File: src/hw/mac_glue_pkg.sv
// Mac Plus glue definitions
`default_nettype none

package mac_glue_pkg;

	// ------------------------------------------------------------
	// bus slots
	// ------------------------------------------------------------

	// four slots per 16-clock bus cycle, each four clk32 long
	typedef enum logic [1:0] {
		SLOT_VIDEO = 2'd0,
		SLOT_CPU_A = 2'd1,
		SLOT_IO    = 2'd2,
		SLOT_CPU_B = 2'd3
	} slot_t;

	// ------------------------------------------------------------
	// reset and floppy sizes
	// ------------------------------------------------------------

	// hold length in clk8 ticks, roughly 8 ms
	localparam logic [15:0] RESET_HOLD = 16'd65535;

	// final word address seen at the end of a download
	// 819200 bytes is double sided, 409600 bytes single sided
	localparam logic [22:0] FLOPPY_DS_WORDS = 23'd409600;
	localparam logic [22:0] FLOPPY_SS_WORDS = 23'd204800;

	// ------------------------------------------------------------
	// download indices and SDRAM regions
	// ------------------------------------------------------------

	localparam logic [4:0] IDX_ROM      = 5'd0;
	localparam logic [4:0] IDX_DISK_INT = 5'd1;
	localparam logic [4:0] IDX_DISK_EXT = 5'd2;

	// disk images sit after the os rom, as word offsets
	localparam logic [20:0] DISK_INT_BASE = 21'h80000;
	localparam logic [20:0] DISK_EXT_BASE = 21'h100000;

	// upper nibble of every download address
	localparam logic [3:0] DL_REGION_TAG = 4'b0001;

	// autovector space and interrupt acknowledge
	localparam logic [2:0] IO_SPACE_TOP = 3'b111;
	localparam logic [2:0] FC_INTACK    = 3'b111;

	// ------------------------------------------------------------
	// bundles
	// ------------------------------------------------------------

	// host loader side
	typedef struct packed {
		logic        active;
		logic [4:0]  index;
		logic        wr;
		logic [23:0] addr;
		logic [7:0]  data;
	} download_t;

	// chipset memory request, strobes active low
	typedef struct packed {
		logic [21:0] addr;
		logic        rom_oe_n;
		logic        ram_oe_n;
		logic        ram_we_n;
		logic        uds_n;
		logic        lds_n;
		logic [15:0] wdata;
	} chip_mem_t;

	// request toward the SDRAM controller
	typedef struct packed {
		logic [24:0] addr;
		logic [15:0] din;
		logic [1:0]  ds;
		logic        we;
		logic        oe;
	} sdram_req_t;

	// 68000 strobe side, word address only
	typedef struct packed {
		logic        as_n;
		logic [2:0]  fc;
		logic [23:1] addr;
	} cpu_bus_t;

	// bit 0 is the internal drive
	typedef struct packed {
		logic [1:0] inserted;
		logic [1:0] double_sided;
	} disk_status_t;

endpackage

`default_nettype wire

File: src/hw/bus_phase_gen.sv
// Bus phase generator
`timescale 1ns/10ps
`default_nettype none

module bus_phase_gen
	import mac_glue_pkg::*;
(
	input  logic clk32,
	input  logic reset,
	output logic clk8_en_p,
	output logic clk8_en_n,
	output logic clk16_en_p,
	output logic clk16_en_n,
	output logic video_bus,
	output logic cpu_bus,
	output logic dio_bus
);

	// low two bits pick the clk8 phase, upper two the slot
	logic [3:0] phase;
	slot_t      slot;

	always_ff @(posedge clk32) begin
		if (reset) begin
			phase <= 4'd0;
		end else begin
			phase <= phase + 4'd1;
		end
	end

	// clock enables
	assign clk8_en_p  = (phase[1:0] == 2'd0);
	assign clk8_en_n  = (phase[1:0] == 2'd2);
	assign clk16_en_p = ~phase[0];
	assign clk16_en_n = phase[0];

	// slot ownership: video, cpu, io, cpu
	assign slot      = slot_t'(phase[3:2]);
	assign video_bus = (slot == SLOT_VIDEO);
	assign cpu_bus   = (slot == SLOT_CPU_A) || (slot == SLOT_CPU_B);
	assign dio_bus   = (slot == SLOT_IO);

endmodule

`default_nettype wire

File: src/hw/reset_sequencer.sv
// System reset sequencer
`timescale 1ns/10ps
`default_nettype none

module reset_sequencer
	import mac_glue_pkg::*;
(
	input  logic      clk32,
	input  logic      reset,
	input  logic      clk8_en_p,
	input  logic      user_reset,
	input  logic      mem_config,
	input  download_t download,
	output logic      n_reset
);

	logic [15:0] hold_cnt;
	logic        last_mem_config;
	logic        rom_download;
	logic        cause;

	// the rom is being replaced, keep the machine down
	assign rom_download = download.active && (download.index == IDX_ROM);

	// memory size change restarts the machine
	assign cause = user_reset || rom_download || (last_mem_config != mem_config);

	// ------------------------------------------------------------
	// hold counter, counts clk8 ticks
	// ------------------------------------------------------------
	always_ff @(posedge clk32) begin
		if (reset) begin
			hold_cnt        <= RESET_HOLD;
			last_mem_config <= mem_config;
		end else if (clk8_en_p) begin
			last_mem_config <= mem_config;
			// any cause reloads the full hold
			if (cause) begin
				hold_cnt <= RESET_HOLD;
			end else if (hold_cnt != 16'd0) begin
				hold_cnt <= hold_cnt - 16'd1;
			end
		end
	end

	// released only once the count has run out
	assign n_reset = (hold_cnt == 16'd0);

endmodule

`default_nettype wire

File: src/hw/floppy_image_detect.sv
// Floppy image detector
`timescale 1ns/10ps
`default_nettype none

module floppy_image_detect
	import mac_glue_pkg::*;
(
	input  logic         clk32,
	input  logic         reset,
	input  download_t    download,
	input  logic [1:0]   disk_eject,
	output disk_status_t disk_status
);

	logic        active_d;
	logic        dl_end;
	logic [22:0] word_addr;
	logic [1:0]  drive_sel;
	logic [1:0]  ds_flag;
	logic [1:0]  ss_flag;

	// falling edge of download active marks the end of a transfer
	assign dl_end = active_d && !download.active;

	// addr counts bytes, the size check is in words
	assign word_addr = download.addr[23:1];

	// which drive the index names
	assign drive_sel[0] = (download.index == IDX_DISK_INT);
	assign drive_sel[1] = (download.index == IDX_DISK_EXT);

	always_ff @(posedge clk32) begin
		if (reset) begin
			active_d <= 1'b0;
		end else begin
			active_d <= download.active;
		end
	end

	// ------------------------------------------------------------
	// per drive size flags
	// ------------------------------------------------------------
	always_ff @(posedge clk32) begin
		if (reset) begin
			ds_flag <= 2'b00;
			ss_flag <= 2'b00;
		end else begin
			for (int d = 0; d < 2; d++) begin
				// eject wins over a finishing download
				if (disk_eject[d]) begin
					ds_flag[d] <= 1'b0;
					ss_flag[d] <= 1'b0;
				end else if (dl_end && drive_sel[d]) begin
					// unknown sizes leave both flags low
					ds_flag[d] <= (word_addr == FLOPPY_DS_WORDS);
					ss_flag[d] <= (word_addr == FLOPPY_SS_WORDS);
				end
			end
		end
	end

	// any known image counts as inserted
	assign disk_status.inserted     = ds_flag | ss_flag;
	assign disk_status.double_sided = ds_flag;

endmodule

`default_nettype wire

File: src/hw/download_port.sv
// Loader download port
`timescale 1ns/10ps
`default_nettype none

module download_port
	import mac_glue_pkg::*;
(
	input  logic        clk32,
	input  logic        reset,
	input  logic        dio_bus,
	input  download_t   download,
	output logic        ioctl_wait,
	output logic        dio_write,
	output logic [20:0] dl_word_addr
);

	logic        dio_bus_d;
	logic        write_pending;
	logic        slot_start;
	logic        slot_end;
	logic [20:0] byte_word;

	assign slot_start = dio_bus && !dio_bus_d;
	assign slot_end   = dio_bus_d && !dio_bus;

	// ------------------------------------------------------------
	// stall state
	// ------------------------------------------------------------
	always_ff @(posedge clk32) begin
		if (reset) begin
			dio_bus_d     <= 1'b0;
			write_pending <= 1'b0;
			ioctl_wait    <= 1'b0;
		end else begin
			dio_bus_d <= dio_bus;

			// stall the loader from the clock after its strobe
			if (download.wr) begin
				ioctl_wait <= 1'b1;
			end

			// outside the io slot a fresh strobe or the stall becomes a pending write
			if (!dio_bus) begin
				write_pending <= ioctl_wait || download.wr;
			end

			// io slot just ended with the write done
			if (slot_end && write_pending) begin
				ioctl_wait <= 1'b0;
			end
		end
	end

	// single write strobe on the first clock of the io slot
	assign dio_write = write_pending && slot_start;

	// ------------------------------------------------------------
	// region mapping
	// ------------------------------------------------------------
	assign byte_word = download.addr[21:1];

	always_comb begin
		if (download.index == IDX_ROM) begin
			dl_word_addr = byte_word;
		end else if (download.index == IDX_DISK_INT) begin
			dl_word_addr = DISK_INT_BASE + byte_word;
		end else begin
			// every other index lands in the second disk region
			dl_word_addr = DISK_EXT_BASE + byte_word;
		end
	end

endmodule

`default_nettype wire

File: src/hw/memory_port_mux.sv
// SDRAM port multiplexer
`timescale 1ns/10ps
`default_nettype none

module memory_port_mux
	import mac_glue_pkg::*;
(
	input  download_t   download,
	input  logic        dio_bus,
	input  logic        dio_write,
	input  logic        disk_read_ack,
	input  logic [20:0] dl_word_addr,
	input  chip_mem_t   chip_mem,
	input  logic [15:0] sdram_rdata,
	output sdram_req_t  sdram_req,
	output logic [15:0] cpu_rdata
);

	logic        dl_cycle;
	logic [15:0] disk_byte;

	// loader owns the io slot while a download runs
	assign dl_cycle = download.active && dio_bus;

	// ------------------------------------------------------------
	// request select
	// ------------------------------------------------------------
	always_comb begin
		if (dl_cycle) begin
			sdram_req.addr = {DL_REGION_TAG, dl_word_addr};
			sdram_req.din  = {download.data, download.data};
			// even byte goes to the upper lane
			sdram_req.ds   = {~download.addr[0], download.addr[0]};
			sdram_req.we   = dio_write;
			sdram_req.oe   = 1'b0;
		end else begin
			// rom select bit sits just above the 21 word address bits
			sdram_req.addr = {3'b000, ~chip_mem.rom_oe_n, chip_mem.addr[21:1]};
			sdram_req.din  = chip_mem.wdata;
			sdram_req.ds   = {~chip_mem.uds_n, ~chip_mem.lds_n};
			sdram_req.we   = ~chip_mem.ram_we_n;
			sdram_req.oe   = ~chip_mem.ram_oe_n || ~chip_mem.rom_oe_n;
		end
	end

	// ------------------------------------------------------------
	// read data shaping
	// ------------------------------------------------------------

	// disk images are byte wide, pick the half and repeat it
	assign disk_byte = chip_mem.addr[0] ? {sdram_rdata[7:0], sdram_rdata[7:0]}
		: {sdram_rdata[15:8], sdram_rdata[15:8]};

	// all ones during a download keeps the screen black
	assign cpu_rdata = dl_cycle ? 16'hffff
		: disk_read_ack ? disk_byte
		: sdram_rdata;

endmodule

`default_nettype wire

File: src/hw/cpu_bus_ack.sv
// 68000 bus acknowledge
`timescale 1ns/10ps
`default_nettype none

module cpu_bus_ack
	import mac_glue_pkg::*;
(
	input  logic     clk32,
	input  logic     reset,
	input  logic     cpu_bus,
	input  logic     turbo,
	input  logic     not_memory,
	input  cpu_bus_t cpu,
	output logic     dtack_n,
	output logic     vpa_n
);

	logic cpu_bus_d;
	logic turbo_dtack_en;
	logic strobe;
	logic vpa_req;
	logic dtack_ok;

	assign strobe = !cpu.as_n;

	// ------------------------------------------------------------
	// turbo dtack enable
	// ------------------------------------------------------------
	always_ff @(posedge clk32) begin
		if (reset) begin
			cpu_bus_d      <= 1'b0;
			turbo_dtack_en <= 1'b0;
		end else begin
			cpu_bus_d <= cpu_bus;
			if (!strobe) begin
				turbo_dtack_en <= 1'b0;
			end else if ((cpu_bus && !cpu_bus_d) || not_memory) begin
				// memory waits for its cpu slot, peripherals answer at once
				turbo_dtack_en <= 1'b1;
			end
		end
	end

	// autovector space or interrupt acknowledge
	assign vpa_req = (cpu.fc == FC_INTACK)
		|| (strobe && (cpu.addr[23:21] == IO_SPACE_TOP));

	assign vpa_n = !vpa_req;

	// turbo holds dtack until the enable is set
	assign dtack_ok = !turbo || turbo_dtack_en;
	assign dtack_n  = !(strobe && !vpa_req && dtack_ok);

endmodule

`default_nettype wire

File: src/hw/mac_glue_top.sv
// Mac Plus glue top
`timescale 1ns/10ps
`default_nettype none

module mac_glue_top
	import mac_glue_pkg::*;
(
	input  logic         clk32,
	input  logic         reset,

	// loader
	input  download_t    download,
	output logic         ioctl_wait,

	// chipset
	input  chip_mem_t    chip_mem,
	input  cpu_bus_t     cpu,
	input  logic         turbo,
	input  logic         mem_config,
	input  logic         user_reset,
	input  logic         not_memory,
	input  logic         disk_read_ack,
	input  logic [1:0]   disk_eject,

	// sdram
	input  logic [15:0]  sdram_rdata,
	output sdram_req_t   sdram_req,

	// cpu and system
	output logic [15:0]  cpu_rdata,
	output logic         dtack_n,
	output logic         vpa_n,
	output logic         n_reset,
	output disk_status_t disk_status,

	// bus phase
	output logic         clk8_en_p,
	output logic         clk8_en_n,
	output logic         clk16_en_p,
	output logic         clk16_en_n,
	output logic         video_bus,
	output logic         cpu_bus,
	output logic         dio_bus
);

	logic        dio_write;
	logic [20:0] dl_word_addr;

	// ------------------------------------------------------------
	// timing and reset
	// ------------------------------------------------------------
	bus_phase_gen u_phase (
		.clk32      (clk32),
		.reset      (reset),
		.clk8_en_p  (clk8_en_p),
		.clk8_en_n  (clk8_en_n),
		.clk16_en_p (clk16_en_p),
		.clk16_en_n (clk16_en_n),
		.video_bus  (video_bus),
		.cpu_bus    (cpu_bus),
		.dio_bus    (dio_bus)
	);

	reset_sequencer u_reset (
		.clk32      (clk32),
		.reset      (reset),
		.clk8_en_p  (clk8_en_p),
		.user_reset (user_reset),
		.mem_config (mem_config),
		.download   (download),
		.n_reset    (n_reset)
	);

	// ------------------------------------------------------------
	// downloads and floppies
	// ------------------------------------------------------------
	floppy_image_detect u_floppy (
		.clk32       (clk32),
		.reset       (reset),
		.download    (download),
		.disk_eject  (disk_eject),
		.disk_status (disk_status)
	);

	download_port u_dl (
		.clk32        (clk32),
		.reset        (reset),
		.dio_bus      (dio_bus),
		.download     (download),
		.ioctl_wait   (ioctl_wait),
		.dio_write    (dio_write),
		.dl_word_addr (dl_word_addr)
	);

	// ------------------------------------------------------------
	// memory and cpu bus
	// ------------------------------------------------------------
	memory_port_mux u_mux (
		.download      (download),
		.dio_bus       (dio_bus),
		.dio_write     (dio_write),
		.disk_read_ack (disk_read_ack),
		.dl_word_addr  (dl_word_addr),
		.chip_mem      (chip_mem),
		.sdram_rdata   (sdram_rdata),
		.sdram_req     (sdram_req),
		.cpu_rdata     (cpu_rdata)
	);

	cpu_bus_ack u_ack (
		.clk32      (clk32),
		.reset      (reset),
		.cpu_bus    (cpu_bus),
		.turbo      (turbo),
		.not_memory (not_memory),
		.cpu        (cpu),
		.dtack_n    (dtack_n),
		.vpa_n      (vpa_n)
	);

endmodule

`default_nettype wire

File: config.mk
export PLATFORM = sky130hd
export DESIGN_NAME = mac_glue_top
export DESIGN_NICKNAME = d
export VERILOG_FILES = /design/src/hw/mac_glue_pkg.sv /design/src/hw/bus_phase_gen.sv /design/src/hw/reset_sequencer.sv /design/src/hw/floppy_image_detect.sv /design/src/hw/download_port.sv /design/src/hw/memory_port_mux.sv /design/src/hw/cpu_bus_ack.sv /design/src/hw/mac_glue_top.sv
export SDC_FILE = /design/constraint.sdc
export NUM_CORES = 1
export LEC_CHECK = 0
export BUFFER_PORTS_ARGS = -buffer_cell sky130_fd_sc_hd__buf_2
export CORE_AREA = 4 4 83 143
export DETAILED_ROUTE_END_ITERATION = 10
export DIE_AREA = 0 0 87 147
export GPL_ROUTABILITY_DRIVEN = 0
export MAX_ROUTING_LAYER = met4
export PLACE_DENSITY = 0.56
export SYNTH_ARGS = -nofsm -noshare
export SYNTH_HDL_FRONTEND = slang
export SYNTH_HIERARCHICAL = 1
export SYNTH_SLANG_ARGS = --single-unit
File: constraint.sdc
create_clock -name clk32 -period 2.6 [get_ports clk32]
set_input_delay 0.52 -clock clk32 [delete_from_list [all_inputs] [get_ports clk32]]
set_output_delay 0.52 -clock clk32 [all_outputs]
set_load 0.005 [all_outputs]
==> out/qor.txt <==
count leader, synth: dfxtp_1
Top FF cell, synth: dfxtp_1
Rel. slew slack: 66.81%
# DRC: 0
clock root buffer: clkbuf_16
Final Cycle Share: 95.38%
largest net degree at the start of global routing: 49
Avg WL per Cell: 15.86 µm
Setup WS pre-CTS: 0.2034 ns
die height: 147 µm
Post-synth EDFFs: 1
Antenna Cells: 0
Max IR drop VDD: 377.7 µV
cells after synthesis: 312
Clock power frac: 39.8%
count of pins over their slew limit: 0
Max Freq: 0.4033 GHz
worst setup margin: 0.1202 ns
initial antenna violation count: 0
Yosys cell types: 54
Reg clk slew, reported paths: 0.05 ns
Commonest cells post-synth: dfxtp_1 (30), buf_4 (24), mux2_2 (21), nand2_1 (21), inv_1 (17)
P&R area growth vs syn: 39.84%
layout cell share with drive strength beyond 1: 53.36%
RSZ-0062 raised after global routing: false
Sequential Power Share: 35.7%
leading area contributor after synthesis: dfxtp_1
#FFs+latches synth: 31
H-tree Lvls: 2
DP HPWL: 7.986 mm
Vias: 2972
Post-Route WL: 9.610 mm
met3 wire length: 1.302 mm
met2 WL post-DR: 4.670 mm
cell internal pwr: 1028 µW
CP Launch Type: flop
crit path DAT: 1.96 ns
clock skew: 0.004191 ns
Crit Path Category: flop to output pin
Worst EP required: 2.08 ns
Leak: 0.001818 µW
vias in the first global route: 2855
Net Sw Power: 385.6 µW
CTS Sinks: 31
Synth Cell Area: 2641 µm²
worst slew pin tran: 0.4938 ns
Hold Vio Cnt, Final: 0
core footprint: 10700 µm²
Net Sw Frac: 27.28%
Synth area leaders: dfxtp_1 (23%), mux2_2 (9.0%), buf_4 (6.8%), a21o_1 (4.5%), o211ai_1 (4.5%)
Synth top area share: 22.74%
Buffers on Ports: 186
run status: complete, no violations
Final Critical Period: 2.480 ns
top layer in use: met4
final setup TNS: 0 ns
worst hold slack: 0.4327 ns
CTS buffer count: 5
layout filler cell count: 1127
Final Util: 34.53%
DR vias/cell: 4.904
Rows: 50
Tot GR Track Use: 14.41%
PwrDens: 382.8 nW/µm²
worst-path maximum fanout: 5
First-pass DRT Iterations: 4
DRT antenna net count: 0
Starting DRT DRC Count: 68
FFs w/ async S/R, synth: 0%
Comb power frac: 24.5%
clock buffer depth: 2
max_cap viols: 0
Seq/Total Area, Yosys: 23.87%
Remaining Overflow, GRT: 0
Yosys Warn Count: 6
# IOs: 210
clk_lat worst skew: 0.28 ns
worst min path class: primary input to flop
Syn Area/Cell: 8.466 µm²
Initial Utilization: 24.69%
wl on met1: 3.459 mm
fin nets: 613
die area: 12790 µm²
die width: 87 µm
global-route wire length before repair: 14.22 mm
CTS tree: yes
Critical Path End Type: output pin
Finish-stage setup viols: 0
[cells in the final DEF, fill, tap and decap left out, drive strengths merged, types with 4 or more instances in the layout]
master	count
nor2	16
nor2b	4
nand3	10
nor4	6
ha	4
o31ai	6
inv	17
o211ai	17
and3	9
mux2	22
or4	8
dfxtp	30
xor2	9
nand3b	8
o21ai	5
a21o	16
a21boi	8
clkbuf	6
a311o	9
nor3	5
buf	194
xnor2	4
nand2	21
or3	5
[layout make-up]
cell class / count / area [µm²] / area share (%)
inverters: 17 / 63.81 / 1.728
clock inverters: 2 / 12.51 / 0.3388
repair buffers: 194 / 1003 / 27.17
clock buffers: 6 / 128.9 / 3.489
well taps: 130 / 162.7 / 4.404
flip-flops and latches: 31 / 633.1 / 17.14
multi-input cells: 226 / 1689 / 45.73
[power by group through the flow]
stage               Sequential (µW)  Clock, µW  Combinational [µW]
floorplan                       512          0                 169
global placement                513          0                 340
detailed placement              514          0                 347
CTS                             504        588                 349
global route                    507        607                 383
finish                          505        563                 346
[state kept, by name (all words and copies together) (netlist names)]
| signal | flops |
|---|---|
| u_dl/ioctl_wait | 1 |
| u_floppy/ds_flag | 2 |
| u_dl/dio_bus_d | 1 |
| u_floppy/ss_flag | 2 |
| u_floppy/active_d | 1 |
| u_phase/phase | 4 |
| u_ack/turbo_dtack_en | 1 |
| u_ack/cpu_bus_d | 1 |
| u_dl/write_pending | 1 |
| u_reset/hold_cnt | 16 |
| u_reset/last_mem_config | 1 |
[cells by family after synthesis]
family / synth area share, %
simple gates: 25.87
compound gates: 20.61
buf+inv: 12.65
flops: 23.88
mux: 10.66
xor+xnor: 4.311
fa+ha+maj: 1.895
other cells: 0.1420
[per-stage QoR]
step / std cells / cell area, µm² / power [µW]
floorplan: 314 / 2649 / 680.6
global placement: 597 / 3540 / 852.4
detailed placement: 597 / 3540 / 860.0
CTS: 606 / 3691 / 1441
global route: 606 / 3694 / 1498
finish: 606 / 3694 / 1414
[worst paths after layout]
check | from | end | slack, ns | depth (start not counted)
min reg2reg | u_dl/write_pending$_SDFFE_PP0N_ | u_dl/ioctl_wait$_SDFFE_PP0P_ | 0.46 | 1
min | cpu[26] | u_ack/turbo_dtack_en$_SDFFE_PP0P_ | 0.43 | 2
max reg2reg | u_reset/hold_cnt[2]$_SDFFE_PP1P_ | u_reset/hold_cnt[7]$_SDFFE_PP1P_ | 0.28 | 6
max | u_reset/hold_cnt[2]$_SDFFE_PP1P_ | n_reset | 0.12 | 4
[worst max-delay path, cell delays in order, from the launching register on]
cell     delay, ns
dfxtp_1       0.34
or4_1         0.63
or4_4         0.53
inv_2         0.08
buf_2         0.11
[routing by layer]
metal / global-route usage (%) / vias to the layer above
li1: - / 1449
met1: 14.65 / 1341
met2: 25.42 / 165
met3: 5.163 / 17
met4: 4.134 / 0
met5: - / -
[timing repair]
item | CTS | global route
hold buffers | 0 | 0
pin swaps | 1 | 1
setup buffers | 1 | 0
endpoints found under the setup margin | 1 | 1
resized for setup | 3 | 2
Note: power is estimated with default switching activity, not from simulation.
